**config.mk**
```make
export PLATFORM = sky130hd
export DESIGN_NAME = ioSystem
export DESIGN_NICKNAME = d
export VERILOG_FILES = /design/src/rtl/ioPkg.sv /design/src/rtl/displayPorts.sv /design/src/rtl/keyPort.sv /design/src/rtl/intervalTimer.sv /design/src/rtl/ioSystem.sv
export VERILOG_INCLUDE_DIRS = /design/src /design/src/include
export SDC_FILE = /design/constraint.sdc
export NUM_CORES = 1
export LEC_CHECK = 0
export ABC_AREA = 1
export BUFFER_PORTS_ARGS = -buffer_cell sky130_fd_sc_hd__buf_4
export CAP_MARGIN = 20
export CORE_MARGIN = 2
export CORE_UTILIZATION = 60
export DETAILED_ROUTE_END_ITERATION = 16
export GPL_ROUTABILITY_DRIVEN = 0
export PLACE_DENSITY_LB_ADDON = 0.2
export SLEW_MARGIN = 10
export SYNTH_ARGS = -nofsm -noshare
export SYNTH_HDL_FRONTEND = slang
export SYNTH_SLANG_ARGS = --single-unit
```
**constraint.sdc**
```tcl
create_clock -name clk -period 7.8 [get_ports clk]
set_input_delay 1.17 -clock clk [delete_from_list [all_inputs] [get_ports clk]]
set_output_delay 1.17 -clock clk [all_outputs]
set_load 0.02 [all_outputs]
```
**src/include/io_consts.svh**
```systemverilog
`ifndef IO_CONSTS_SVH
`define IO_CONSTS_SVH

// Bus word and port widths
`define IO_DATA_BITS 32
`define IO_LEDR_BITS 10
`define IO_KEY_BITS 4

// Register map
`define IO_ADDR_HEX 32'hFFFF_F000
`define IO_ADDR_LEDR 32'hFFFF_F020
// Key data, control at +4
`define IO_ADDR_KEY 32'hFFFF_F080
// Timer count, limit at +4, control at +8
`define IO_ADDR_TIMER 32'hFFFF_F100

// Bit positions shared by the key and timer control words
`define IO_CTL_READY 0
`define IO_CTL_OVERRUN 1
`define IO_CTL_IE 4

// Power-up display text
`define IO_HEX_RESET 24'hFEDEAD

// Debounce sample period in clock cycles
`define IO_KEY_SAMPLE_CYCLES 16

`endif

```
**src/rtl/ioPkg.sv**
```systemverilog
`include "io_consts.svh"

package ioPkg;

  // One data word or one address on the register bus
  typedef logic [`IO_DATA_BITS-1:0] busWordT;

  // Six display digits, digit 0 is the rightmost
  typedef logic [5:0][3:0] hexDigitsT;

  // Segments g..a, a lit segment is 0
  typedef logic [6:0] segmentT;

endpackage

```
**src/rtl/displayPorts.sv**
```systemverilog
`include "io_consts.svh"

module displayPorts (
  input  logic                     clk,
  input  logic                     reset,
  input  ioPkg::busWordT           addr,
  input  ioPkg::busWordT           wrData,
  input  logic                     we,
  output ioPkg::busWordT           rdData,
  output logic [`IO_LEDR_BITS-1:0] ledr,
  output ioPkg::segmentT           hex0,
  output ioPkg::segmentT           hex1,
  output ioPkg::segmentT           hex2,
  output ioPkg::segmentT           hex3,
  output ioPkg::segmentT           hex4,
  output ioPkg::segmentT           hex5
);

  localparam int hexBits = $bits(ioPkg::hexDigitsT);

  logic [`IO_LEDR_BITS-1:0] ledrReg;
  ioPkg::hexDigitsT hexReg;
  logic ledrSel;
  logic hexSel;

  // Board segment patterns, active low
  function automatic ioPkg::segmentT segOf(input logic [3:0] digit);
    case (digit)
      4'h0: return 7'b1000000;
      4'h1: return 7'b1111001;
      4'h2: return 7'b0100100;
      4'h3: return 7'b0110000;
      4'h4: return 7'b0011001;
      4'h5: return 7'b0010010;
      4'h6: return 7'b0000010;
      4'h7: return 7'b1111000;
      4'h8: return 7'b0000000;
      4'h9: return 7'b0010000;
      4'hA: return 7'b0001000;
      4'hB: return 7'b0000011;
      4'hC: return 7'b1000110;
      4'hD: return 7'b0100001;
      4'hE: return 7'b0000110;
      default: return 7'b0001110;
    endcase
  endfunction

  assign ledrSel = (addr == `IO_ADDR_LEDR);
  assign hexSel = (addr == `IO_ADDR_HEX);

  always_ff @(posedge clk or posedge reset) begin
    if (reset) begin
      ledrReg <= '0;
      hexReg <= `IO_HEX_RESET;
    end else begin
      if (we && ledrSel) begin
        ledrReg <= wrData[`IO_LEDR_BITS-1:0];
      end
      if (we && hexSel) begin
        hexReg <= wrData[hexBits-1:0];
      end
    end
  end

  // Readback, upper bits stay zero
  always_comb begin
    rdData = '0;
    if (ledrSel) begin
      rdData[`IO_LEDR_BITS-1:0] = ledrReg;
    end else if (hexSel) begin
      rdData[hexBits-1:0] = hexReg;
    end
  end

  assign ledr = ledrReg;
  assign hex0 = segOf(hexReg[0]);
  assign hex1 = segOf(hexReg[1]);
  assign hex2 = segOf(hexReg[2]);
  assign hex3 = segOf(hexReg[3]);
  assign hex4 = segOf(hexReg[4]);
  assign hex5 = segOf(hexReg[5]);

endmodule

```
**src/rtl/keyPort.sv**
```systemverilog
`include "io_consts.svh"

module keyPort (
  input  logic                    clk,
  input  logic                    reset,
  input  ioPkg::busWordT          addr,
  input  ioPkg::busWordT          wrData,
  input  logic                    we,
  input  logic                    rd,
  input  logic [`IO_KEY_BITS-1:0] key,
  output ioPkg::busWordT          rdData,
  output logic                    keyIrq
);

  localparam int sampleBits = $clog2(`IO_KEY_SAMPLE_CYCLES);
  localparam logic [sampleBits-1:0] sampleLast = sampleBits'(`IO_KEY_SAMPLE_CYCLES - 1);
  localparam ioPkg::busWordT dataAddr = `IO_ADDR_KEY;
  localparam ioPkg::busWordT ctlAddr = `IO_ADDR_KEY + 32'h4;

  logic [sampleBits-1:0] sampleCnt;
  logic [`IO_KEY_BITS-1:0] sample;
  logic [`IO_KEY_BITS-1:0] lastSample;
  logic [`IO_KEY_BITS-1:0] keyData;
  logic samplePoint;
  logic update;
  logic dataRead;
  logic ctlWrite;
  logic readyKept;
  logic ready;
  logic overrun;
  logic irqEnable;

  assign samplePoint = (sampleCnt == sampleLast);
  // Two matching samples that differ from the stored value
  assign update = samplePoint && (sample == lastSample) && (sample != keyData);
  assign dataRead = rd && (addr == dataAddr);
  assign ctlWrite = we && (addr == ctlAddr);
  // A read in the same cycle counts as consumed before a new update
  assign readyKept = ready && !dataRead;

  always_ff @(posedge clk or posedge reset) begin
    if (reset) begin
      sampleCnt <= '0;
      sample <= '0;
      lastSample <= '0;
      keyData <= '0;
    end else begin
      sampleCnt <= samplePoint ? '0 : sampleCnt + 1'b1;
      if (samplePoint) begin
        // Buttons are active low
        sample <= ~key;
        lastSample <= sample;
      end
      if (update) begin
        keyData <= sample;
      end
    end
  end

  always_ff @(posedge clk or posedge reset) begin
    if (reset) begin
      ready <= 1'b0;
      overrun <= 1'b0;
      irqEnable <= 1'b0;
    end else begin
      ready <= readyKept;
      if (ctlWrite) begin
        if (!wrData[`IO_CTL_OVERRUN]) begin
          overrun <= 1'b0;
        end
        irqEnable <= wrData[`IO_CTL_IE];
      end
      if (update) begin
        if (readyKept) begin
          overrun <= 1'b1;
        end else begin
          ready <= 1'b1;
        end
      end
    end
  end

  always_comb begin
    rdData = '0;
    if (addr == dataAddr) begin
      rdData[`IO_KEY_BITS-1:0] = keyData;
    end else if (addr == ctlAddr) begin
      rdData[`IO_CTL_READY] = ready;
      rdData[`IO_CTL_OVERRUN] = overrun;
      rdData[`IO_CTL_IE] = irqEnable;
    end
  end

  assign keyIrq = ready && irqEnable;

  keyOverrunNeedsReady: assert property (@(posedge clk) disable iff (reset)
    $rose(overrun) |-> $past(ready));

endmodule

```
**src/rtl/intervalTimer.sv**
```systemverilog
`include "io_consts.svh"

module intervalTimer #(
  parameter int cyclesPerMs = 100000
) (
  input  logic           clk,
  input  logic           reset,
  input  ioPkg::busWordT addr,
  input  ioPkg::busWordT wrData,
  input  logic           we,
  output ioPkg::busWordT rdData,
  output logic           timerIrq
);

  localparam int preBits = (cyclesPerMs > 1) ? $clog2(cyclesPerMs) : 1;
  localparam logic [preBits-1:0] preLast = preBits'(cyclesPerMs - 1);
  localparam ioPkg::busWordT cntAddr = `IO_ADDR_TIMER;
  localparam ioPkg::busWordT limAddr = `IO_ADDR_TIMER + 32'h4;
  localparam ioPkg::busWordT ctlAddr = `IO_ADDR_TIMER + 32'h8;

  logic [preBits-1:0] prescale;
  ioPkg::busWordT count;
  ioPkg::busWordT limit;
  ioPkg::busWordT nextCount;
  logic msTick;
  logic wrap;
  logic ctlWrite;
  logic readyKept;
  logic ready;
  logic overrun;
  logic irqEnable;

  assign msTick = (prescale == preLast);
  assign nextCount = count + 1'b1;
  // Limit zero means free running
  assign wrap = msTick && (limit != '0) && (nextCount >= limit);
  assign ctlWrite = we && (addr == ctlAddr);
  assign readyKept = ready && !(ctlWrite && !wrData[`IO_CTL_READY]);

  // Millisecond prescaler
  always_ff @(posedge clk or posedge reset) begin
    if (reset) begin
      prescale <= '0;
    end else if (msTick) begin
      prescale <= '0;
    end else begin
      prescale <= prescale + 1'b1;
    end
  end

  always_ff @(posedge clk or posedge reset) begin
    if (reset) begin
      count <= '0;
      limit <= '0;
    end else begin
      if (msTick) begin
        count <= wrap ? '0 : nextCount;
      end
      // Bus writes win over the tick
      if (we && (addr == cntAddr)) begin
        count <= wrData;
      end else if (we && (addr == limAddr)) begin
        limit <= wrData;
        count <= '0;
      end
    end
  end

  always_ff @(posedge clk or posedge reset) begin
    if (reset) begin
      ready <= 1'b0;
      overrun <= 1'b0;
      irqEnable <= 1'b0;
    end else begin
      ready <= readyKept;
      if (ctlWrite) begin
        if (!wrData[`IO_CTL_OVERRUN]) begin
          overrun <= 1'b0;
        end
        irqEnable <= wrData[`IO_CTL_IE];
      end
      if (wrap) begin
        if (readyKept) begin
          overrun <= 1'b1;
        end else begin
          ready <= 1'b1;
        end
      end
    end
  end

  always_comb begin
    rdData = '0;
    case (addr)
      cntAddr: rdData = count;
      limAddr: rdData = limit;
      ctlAddr: begin
        rdData[`IO_CTL_READY] = ready;
        rdData[`IO_CTL_OVERRUN] = overrun;
        rdData[`IO_CTL_IE] = irqEnable;
      end
      default: rdData = '0;
    endcase
  end

  assign timerIrq = ready && irqEnable;

  timerOverrunNeedsReady: assert property (@(posedge clk) disable iff (reset)
    $rose(overrun) |-> $past(ready));

endmodule

```
**src/rtl/ioSystem.sv**
```systemverilog
`include "io_consts.svh"

module ioSystem #(
  parameter int cyclesPerMs = 100000
) (
  input  logic                     clk,
  input  logic                     reset,
  input  ioPkg::busWordT           addr,
  input  ioPkg::busWordT           wrData,
  input  logic                     we,
  input  logic                     rd,
  input  logic [`IO_KEY_BITS-1:0]  key,
  output ioPkg::busWordT           rdData,
  output logic [`IO_LEDR_BITS-1:0] ledr,
  output ioPkg::segmentT           hex0,
  output ioPkg::segmentT           hex1,
  output ioPkg::segmentT           hex2,
  output ioPkg::segmentT           hex3,
  output ioPkg::segmentT           hex4,
  output ioPkg::segmentT           hex5,
  output logic                     irq
);

  ioPkg::busWordT displayRdData;
  ioPkg::busWordT keyRdData;
  ioPkg::busWordT timerRdData;
  logic keyIrq;
  logic timerIrq;

  displayPorts i_display (
    .clk    (clk),
    .reset  (reset),
    .addr   (addr),
    .wrData (wrData),
    .we     (we),
    .rdData (displayRdData),
    .ledr   (ledr),
    .hex0   (hex0),
    .hex1   (hex1),
    .hex2   (hex2),
    .hex3   (hex3),
    .hex4   (hex4),
    .hex5   (hex5)
  );

  keyPort i_key (
    .clk    (clk),
    .reset  (reset),
    .addr   (addr),
    .wrData (wrData),
    .we     (we),
    .rd     (rd),
    .key    (key),
    .rdData (keyRdData),
    .keyIrq (keyIrq)
  );

  intervalTimer #(.cyclesPerMs(cyclesPerMs)) i_timer (
    .clk      (clk),
    .reset    (reset),
    .addr     (addr),
    .wrData   (wrData),
    .we       (we),
    .rdData   (timerRdData),
    .timerIrq (timerIrq)
  );

  // Unselected peripherals return zero, so OR is the read mux
  assign rdData = displayRdData | keyRdData | timerRdData;
  assign irq = keyIrq | timerIrq;

  // One access per cycle on the bus
  noReadDuringWrite: assert property (@(posedge clk) disable iff (reset) !(rd && we));

endmodule

```
==> impl_metrics.yaml, run 1 <==
setup_path:
  path_delay_family: "simple AND/OR/NAND/NOR gates"
  cp_slowest_cell: "nor2_1"
  crit_buf_inv: 3
  cpPeakStageDelay_ps: 530
  crit_path_end_kind: "output port"
  cp.required_ps: 6630
  startpoint_type: "input port"
  cp_cell_sequence: "buf_4, nand2_1, nor2_1, nand4_1, nor2_1, nand2_1, nor2_2, nand2_2, inv_2, a21oi_1, nand3_1, buf_4"
  crit_path_max_fanout: 21
  worstPathArrival_ps: 3410
  crit_type: "in -> out"
floorplan:
  core_um2: 16700
  die_y_um: 135.0
  io_pins: 157
  chipWidth_um: 135.0
  initial_core_util_pct: 61.65
  dieArea_um2: 18220
  rows: 47
cts:
  clk_pin_slew_ps: 60
  root_buffer: "clkbuf_16"
  tritoncts: "yes"
  numCtsBuffers: 17
  post_cts_buffers: 0
  clk_path_buf_depth: 2
  cts_sinks: 137
  cts_hold_repair.buffers: 0
  insertion_delay_ps: 450
  htree_levels: 4
  cts_resized: 0
power:
  intPower_mw: 1.170
  power-per-cell-area_nw_per_um2: 130.6
  p_sw_share_pct: 25.94
  p_clk_share_pct: 50.4
  seqPwrFrac_pct: 45.4
  p_leak_nw: 6.066
  vdd_drop_max_mv: 0.1589
  p_switching_uw: 410.0
  combPwrFrac_pct: 4.2
timing:
  relSlewSlack_pct: 30.41
  setup_viol_count_final: 0
  rsz0062_at_grt: "no"
  fmax_ghz: 0.2181
  fin_tns_setup_ps: 0
  period_share_pct: 58.78
  finalHoldViolCount: 0
  finalWorstSetupSlack_ps: 3215
  worst_pin_slew_ps: 1040
  finalMaxSlewViolations: 0
  fin_skew_ps: 13.49
  period_minus_slack_ps: 4585
yosys:
  synth_top_area_cell: "dfrtp_1"
  syn_area_um2: 10300
  synthTopCellsByArea: "dfrtp_1 (29%), nand2_1 (12%), ha_1 (8.6%)"
  synth-seq-area-share_pct: 33.52
  synthTopCellsByCount: "nand2_1 (332), inv_1 (223), dfrtp_1 (119), nor2_1 (119), a21oi_1 (90)"
  async_flop_share_pct: 100.0
  syn-instance-count: 1438
  ys_types: 55
  synth.most_common_cell: "nand2_1"
  ys_ff_latch: 137
  synth_top_cell_area_share_pct: 28.92
  synth_top_flop_cell: "dfrtp_1"
  synth_edf_count: 0
  yosysWarnings: 0
  syn_nets: 1581
  syn_area_per_cell_um2: 7.160
layout:
  num-fill-cells: 1361
  drive_gt1_share_pct: 18.96
  multiInputGateArea_um2: 5675
  finalNonFillerCells: 1802
  nets: 1712
  synthToLayoutAreaGrowth_pct: 17.57
  postLayoutCoreUtil_pct: 72.48
  insertedDiodeCount: 0
  seq_area_um2: 3451
routing:
  wl_per_cell_um: 15.22
  drtIter0Drc: 722
  wirelength_um: 27420
  final_antenna_net_count: 0
  num_vias: 9879
  drc: 0
  drt-vias-per-instance: 5.482
  drtPass1Iterations: 6
global_route:
  top_usage_layer: "met2"
  track_usage_pct: 31.32
  use_met2_pct: 52.85
  grt_antenna_before_repair: 0
  grt_pass1_wl_um: 45570
  grt_max_degree: 65
  use_met1_pct: 40.23
  grt_overflow: 0
  grt_pass1_vias: 9474
  met3_usage_pct: 5.856
worst_hold_path:
  min_path_type: "reg -> reg"
run_status:
  status: "complete, no violations"
placed_design:
  numPortBuffers: 156
  place_ws_ps: 3307
  placed_cells: 1770
  dp_hpwl_um: 19830
job:
  drv_cap: 0
cells by family after synthesis:
logic type	Yosys count	synth area share [%]
and+or+nand+nor	636	28.67
buffers and inverters	289	11.36
AOI/OAI and AO/OA	271	14.91
DFF	137	33.52
adders and majority gates	71	8.628
xor gates and xnor gates	33	2.807
muxes	1	0.1094
metal layers:
layer | part of all wire, % | up-vias
met3 | 6.4 | 57
met4 | 2.6 | 0
met2 | 49 | 356
met5 | 0 | -
met1 | 42 | 4539
li1 | - | 4927
power groups by stage:
stage | Clock [mW] | Sequential (mW) | Combinational [mW]
detailed placement | 0 | 0.731 | 0.0677
finish | 0.796 | 0.718 | 0.0667
CTS | 0.801 | 0.718 | 0.0680
floorplan | 0 | 0.730 | 0.0262
global placement | 0 | 0.730 | 0.0666
global route | 0.830 | 0.718 | 0.0755
final cells by class:
type	count	area share (%)
Multi-Input combinational cell	1012	46.88
Sequential cell	137	28.51
Timing Repair Buffer	164	10.17
Inverter	237	7.369
Clock buffer	17	3.514
Tap cell	220	2.274
Clock inverter	15	1.282
cell usage in the layout (no fill, tap or decap), types with 3 or more instances in the layout:
cell type / count
nand2_1: 332
inv_1: 222
buf_4: 164
nor2_1: 119
dfrtp_1: 119
a21oi_1: 90
o21ai_0: 89
nand3_1: 71
ha_1: 71
nand3_2: 33
o21ai_1: 32
xor2_1: 31
nand4_1: 20
nor3_1: 18
dfstp_2: 18
clkbuf_16: 17
o221ai_1: 14
inv_2: 12
o31ai_1: 11
o22ai_1: 10
nor2_2: 9
nor4_1: 8
nand2_2: 6
inv_6: 6
nor2_4: 4
nor3_2: 4
o21ai_2: 4
inv_8: 4
o2111ai_1: 3
a21oi_2: 3
state kept, by name, indices dropped and copies added (netlist names):
register,count
i_key.ready,1
i_timer.count,32
i_timer.overrun,1
i_key.overrun,1
i_timer.prescale,17
i_key.lastSample,4
i_key.sample,4
i_key.sampleCnt,4
i_timer.ready,1
i_timer.limit,32
i_key.irqEnable,1
i_key.keyData,4
i_timer.irqEnable,1
i_display.ledr,10
i_display.hexReg,24
path summary, 6_finish.rpt:
kind | end | slack (ps) | cells past startpoint | startpoint
min in group asynchronous | i_key.sampleCnt[1] | 730 | 2 | reset
worst max register to register | i_timer.count[0] | 4140 | 20 | i_timer.count[1]
worst min-delay path | i_timer.prescale[0] | 460 | 1 | i_timer.prescale[0]
max in group asynchronous | i_timer.limit[23] | 5350 | 4 | reset
worst min register to register | i_timer.prescale[0] | 460 | 1 | i_timer.prescale[0]
worst max-delay path | rdData[1] | 3220 | 12 | addr[17]
metrics by stage:
step,hold slack [ps],power [mW],area (um^2)
floorplan,433.1,0.7561,10300
detailed placement,451.3,0.7984,11520
CTS,460.5,1.587,12110
finish,457.4,1.580,12110
global placement,454.2,0.7971,11520
global route,501.4,1.624,12110
Note: power is estimated with default switching activity, not from simulation.
==> inputs of run 2 (changes only) <==
- CORE_UTILIZATION: 60 -> 53
- clock period: 7.8 -> 3.75 ns (I/O delays scaled with it)
==> run 2 against run 1 <==
Critical path type is now reg -> reg. Largest cell class unchanged. Via count decreased by 0.60%. Critical endpoint is now i_timer.count[0]. Sequential share of layout area decreased by 0.38 points. Utilization decreased by 7.5 points. Cell count increased by 2.5%. First-iteration DRC count increased by 12%. Global-route usage decreased by 3.8 points. Clock-buffer cell count unchanged. Flip-flop and latch count unchanged. Worst setup slack got worse by 2800 ps.
==> impl_metrics.yaml, run 2 (synthesized netlist as in run 1, its figures left out) <==
setup_path:
  cp.required_ps: 4070
  crit_type: "reg -> reg"
  crit_path_max_fanout: 15
  startpoint_type: "flip-flop"
  crit_path_end_kind: "flip-flop"
  worstPathArrival_ps: 3630
placed_design:
  place_area_um2: 11660
  dp_hpwl_um: 20560
  numPortBuffers: 156
  placed_cells: 1815
global_route:
  grt_antenna_before_repair: 0
  track_usage_pct: 27.56
  grt_overflow: 0
  grt_max_degree: 65
  use_met1_pct: 36.55
  top_usage_layer: "met2"
  grt_pass1_wl_um: 45460
  grt_pass1_vias: 9435
  use_met2_pct: 45.99
  met3_usage_pct: 5.365
layout:
  final_area_um2: 12270
  top_regs: "i_timer.count: 32 flops, i_timer.limit: 32 flops, i_display.hexReg: 24 flops"
  finalNonFillerCells: 1847
  num-fill-cells: 1741
  insertedDiodeCount: 0
  nets: 1717
  final_common_cell: "nand2_1"
  drive_gt1_share_pct: 19.22
  layout_common_cells: "nand2_1 (332), inv_1 (222), buf_4 (165), nor2_1 (119), dfrtp_1 (119)"
  synthToLayoutAreaGrowth_pct: 19.15
cts:
  htree_levels: 4
  tritoncts: "yes"
  post_cts_buffers: 0
  numCtsBuffers: 17
  clk_path_buf_depth: 2
  clk_pin_slew_ps: 70
  cts_resized: 0
  cts_hold_repair.buffers: 0
  insertion_delay_ps: 430
  root_buffer: "clkbuf_16"
  cts_sinks: 137
timing:
  rsz0062_at_grt: "no"
  period_minus_slack_ps: 3310
  fin_skew_ps: 6.470
  finalMaxSlewViolations: 0
  period_share_pct: 88.27
  relSlewSlack_pct: 46.64
  finalHoldViolCount: 0
  fin_tns_setup_ps: 0
  fmax_ghz: 0.3021
  setup_viol_count_final: 0
  worst_pin_slew_ps: 794.3
routing:
  drtPass1Iterations: 6
  num_vias: 9820
  drc: 0
  drtIter0Drc: 809
  wl_per_cell_um: 14.82
  drt-vias-per-instance: 5.317
  wirelength_um: 27380
  final_antenna_net_count: 0
job:
  drv_cap: 0
power:
  seqPwrFrac_pct: 44.1
  power_mw: 3.381
  combPwrFrac_pct: 4.2
  p_leak_nw: 6.119
  p_clk_share_pct: 51.6
  vdd_drop_max_mv: 0.3004
  power-per-cell-area_nw_per_um2: 275.6
  intPower_mw: 2.556
  p_switching_uw: 825.6
  p_sw_share_pct: 24.42
floorplan:
  chipWidth_um: 143.4
  rows: 50
  die_y_um: 143.4
  core_um2: 18890
  initial_core_util_pct: 54.50
  dieArea_um2: 20560
  io_pins: 157
run_status:
  status: "complete, no violations"
worst_hold_path:
  min_path_type: "in -> async"
## run 2: path summary, 6_finish.rpt
kind                            slack [ps]                    to                 from  cells after the start
worst max-delay path                   440      i_timer.count[0]     i_timer.count[1]                     21
worst min-delay path                   180   i_timer.prescale[5]                reset                      2
worst max register to register         440      i_timer.count[0]     i_timer.count[1]                     21
worst min register to register         460   i_timer.prescale[0]  i_timer.prescale[0]                      1
max in group asynchronous             2740  i_display.hexReg[15]                reset                      3
min in group clk                       310       i_key.sample[0]               key[0]                      2
## run 2: power groups by stage
stage / Sequential (mW) / Combinational [mW] / Clock (mW)
after detailed placement: 1.52 / 0.145 / 0
after global routing: 1.49 / 0.161 / 1.82
after floorplan: 1.52 / 0.0548 / 0
final: 1.49 / 0.142 / 1.75
after CTS: 1.49 / 0.145 / 1.76
after global placement: 1.52 / 0.141 / 0
## run 2: per-stage QoR
stage,worst slack (ps),hold WS (ps),util [%]
3_5_place_dp,557.6,460.3,61.74
4_1_cts,509.8,177.8,64.93
2_1_floorplan,1047,433.1,-
6_report,440.0,175.7,64.93
3_3_place_gp,593.5,447.3,61.74
5_1_grt,222.9,192.3,64.93
## run 2: final cells by class
| type | instances | area, um^2 | share of cell area, % |
|---|---|---|---|
| Multi-Input combinational cell | 1012 | 5675 | 46.26 |
| Sequential cell | 137 | 3451 | 28.13 |
| Timing Repair Buffer | 169 | 1319 | 10.75 |
| Inverter | 237 | 893.4 | 7.282 |
| Clock buffer | 17 | 425.4 | 3.468 |
| Tap cell | 260 | 325.3 | 2.652 |
| Clock inverter | 15 | 178.9 | 1.458 |
## run 2: per-layer routing
| metal | routed length (um) | part of all wire (%) |
|---|---|---|
| met1 | 12360 | 45 |
| met2 | 13100 | 48 |
| met3 | 1439 | 5.3 |
| met4 | 469 | 1.7 |
| met5 | 0 | 0 |
## run 2: critical path, stage by stage, from the launching register on
cell	delay (ps)
dfrtp_1	440
ha_1	230
nand3_2	150
nor2_4	170
nand2_4	100
nor2_4	170
nand3_4	130
nor2_1	110
nand2_1	60
nand2_1	70
inv_1	60
ha_1	270
nand2_1	70
nor2_1	190
nand2_1	90
a21oi_1	200
nor2_1	60
nand2_1	90
nand2_2	160
buf_12	220
nand3_1	70
a21oi_1	70
==> inputs of run 3 (changes only) <==
- CORE_UTILIZATION: 53 -> 54
- SYNTH_HIERARCHICAL: default -> 1
==> run 3 against run 2 <==
Cell area grew 5.9%. Hold slack better by 48 ps. Largest cell class unchanged. Highest routed layer unchanged. Critical endpoint is now i_timer/count[7]. Synthesized cell count up 16%. Cell count rose by 13%. First-iteration DRC count is 18% higher.
==> impl_metrics.yaml, run 3 <==
layout:
  final_common_cell: "nand2_1"
  nets: 1941
  layout_common_cells: "nand2_1 (473), inv_1 (248), nor2_1 (180), buf_4 (171), dfrtp_1 (119)"
  synthToLayoutAreaGrowth_pct: 15.82
  postLayoutCoreUtil_pct: 64.02
  top_regs: "i_timer/count: 32 flops, i_timer/limit: 32 flops, i_display/hexReg: 24 flops"
  num-fill-cells: 1848
  insertedDiodeCount: 0
  drive_gt1_share_pct: 16.34
job:
  drv_cap: 0
floorplan:
  rows: 52
  core_um2: 20300
  dieArea_um2: 21950
  io_pins: 157
  initial_core_util_pct: 55.28
  chipWidth_um: 148.2
  die_y_um: 148.2
global_route:
  grt_max_degree: 65
  grt_antenna_before_repair: 0
  track_usage_pct: 28.40
  grt_overflow: 0
  grt_pass1_wl_um: 50870
  grt_pass1_vias: 10550
yosys:
  synth-seq-area-share_pct: 30.75
  synthTopCellsByArea: "dfrtp_1 (27%), nand2_1 (16%), inv_1 (8.3%)"
  yosysWarnings: 6
  synth_edf_count: 0
  ys_types: 50
  syn_area_um2: 11220
  synth_top_flop_cell: "dfrtp_1"
  synth_mux_area_share_pct: 0
  synthAdderAreaFrac_pct: 7.917
  syn-instance-count: 1663
  async_flop_share_pct: 100.0
  synthTopCellsByCount: "nand2_1 (473), inv_1 (249), nor2_1 (180)"
  synthXorXnorAreaFrac_pct: 2.096
  synth_compound_area_share_pct: 11.60
  syn_area_per_cell_um2: 6.747
  yosys.area_share.simple_pct: 33.88
  synth_top_area_cell: "dfrtp_1"
  ys_ff_latch: 137
  synth_top_family_by_area: "simple AND/OR/NAND/NOR gates"
  synth_top_cell_area_share_pct: 26.54
  synth.most_common_cell: "nand2_1"
setup_path:
  worstPathArrival_ps: 3480
  cp.required_ps: 4100
  crit_path_end_kind: "flip-flop"
  startpoint_type: "flip-flop"
  crit_type: "reg -> reg"
  crit_path_max_fanout: 22
routing:
  drt-vias-per-instance: 5.289
  final_antenna_net_count: 0
  num_vias: 11010
  drtPass1Iterations: 5
  wl_per_cell_um: 14.79
  drtIter0Drc: 951
  drc: 0
  wirelength_um: 30790
cts:
  cts_resized: 0
  clk_path_buf_depth: 2
  root_buffer: "clkbuf_16"
  numCtsBuffers: 17
  cts_hold_repair.buffers: 0
  htree_levels: 4
  tritoncts: "yes"
  insertion_delay_ps: 430
  cts_sinks: 137
  clk_pin_slew_ps: 60
  post_cts_buffers: 0
timing:
  relSlewSlack_pct: 38.57
  finalHoldViolCount: 0
  worst_pin_slew_ps: 920.5
  fmax_ghz: 0.3191
  fin_tns_setup_ps: 0
  setup_viol_count_final: 0
  period_minus_slack_ps: 3134
  rsz0062_at_grt: "no"
  period_share_pct: 83.57
  fin_skew_ps: 7.904
  finalMaxSlewViolations: 0
worst_hold_path:
  min_path_type: "in -> async"
run_status:
  status: "complete, no violations"
placed_design:
  dp_hpwl_um: 22960
  numPortBuffers: 156
power:
  vdd_drop_max_mv: 0.3002
  p_leak_nw: 6.785
  power-per-cell-area_nw_per_um2: 265.8
run 3: changes by cell type after synthesis, sizes merged, moves of 7 or more:
| cell | previous run | this run |
|---|---|---|
| nand2 | 339 | 482 |
| nand3 | 105 | 95 |
| nor2 | 132 | 194 |
| o221ai | 14 | 1 |
| o21ai | 125 | 102 |
| xor2 | 31 | 24 |
| o31ai | 11 | 4 |
| a21oi | 93 | 81 |
| buf | 27 | 67 |
| o22ai | 10 | 23 |
| inv | 235 | 254 |
| nand4 | 22 | 55 |
run 3: cells by family after synthesis:
kind of cell             Yosys count
AND/OR/NAND/NOR                  861
AO/OA/AOI/OAI                    223
flip-flops                       137
XOR/XNOR                          26
buffers and inverters            343
other                              2
adder cells (fa/ha/maj)           71
run 3: cell type report:
class | instances | area, um^2 | area share, %
Multi-Input combinational cell | 1216 | 6357 | 48.92
Sequential cell | 137 | 3451 | 26.55
Timing Repair Buffer | 171 | 1284 | 9.878
Inverter | 255 | 964.7 | 7.423
Clock buffer | 19 | 432.9 | 3.331
Tap cell | 270 | 337.8 | 2.599
Clock inverter | 13 | 168.9 | 1.300
run 3: final timing paths:
check | from | end | slack, ps | depth (start not counted)
max | i_timer/count[6] | i_timer/count[7] | 620 | 19
min | reset | i_timer/count[3] | 220 | 2
max reg2reg | i_timer/count[6] | i_timer/count[7] | 620 | 19
min reg2reg | i_timer/prescale[16] | i_timer/prescale[16] | 480 | 1
max in group asynchronous | reset | i_display/hexReg[18] | 2650 | 3
min in group clk | key[0] | i_key/sample[0] | 320 | 2
run 3: where the power goes:
part,switching [mW],internal [mW]
logic,0.139,0.0922
registers,0.00686,1.49
clock network,0.678,1.05
total,0.824,2.63
run 3: per-stage QoR:
stage	area (um^2)	worst slack [ps]	hold WS, ps	power [mW]	cells
after floorplan	11340	1022	428.3	1.643	1696
final	13000	616.3	223.3	3.455	2081
after CTS	13000	659.7	241.3	3.479	2081
after detailed placement	12390	678.0	458.5	1.750	2049
after global routing	13000	314.1	261.2	3.561	2081
after global placement	12390	791.8	446.8	1.746	2049
run 3: metal layers:
layer  global-route usage, %  up-vias  part of all wire, %
met4                   9.333        0                  2.3
met1                   39.32     5030                   44
met3                   3.988       63                  7.4
met5                       0        -                    0
li1                        -     5476                    -
met2                   46.11      438                   46
run 3: critical path: stages, from the launching register on:
cell     delay, ps
dfrtp_1        450
nand2_1        100
nor2_1         120
nand4_1        140
nor3_1         450
xor2_1         190
inv_1           90
ha_1           270
nand2_1         90
a21oi_1         40
nor2_1         100
nand2_1         70
nor2_1          90
nand2_1        100
nand2_1         70
nand2_1         40
nand2_1         80
buf_4          270
nand3_1        140
a21oi_2        140
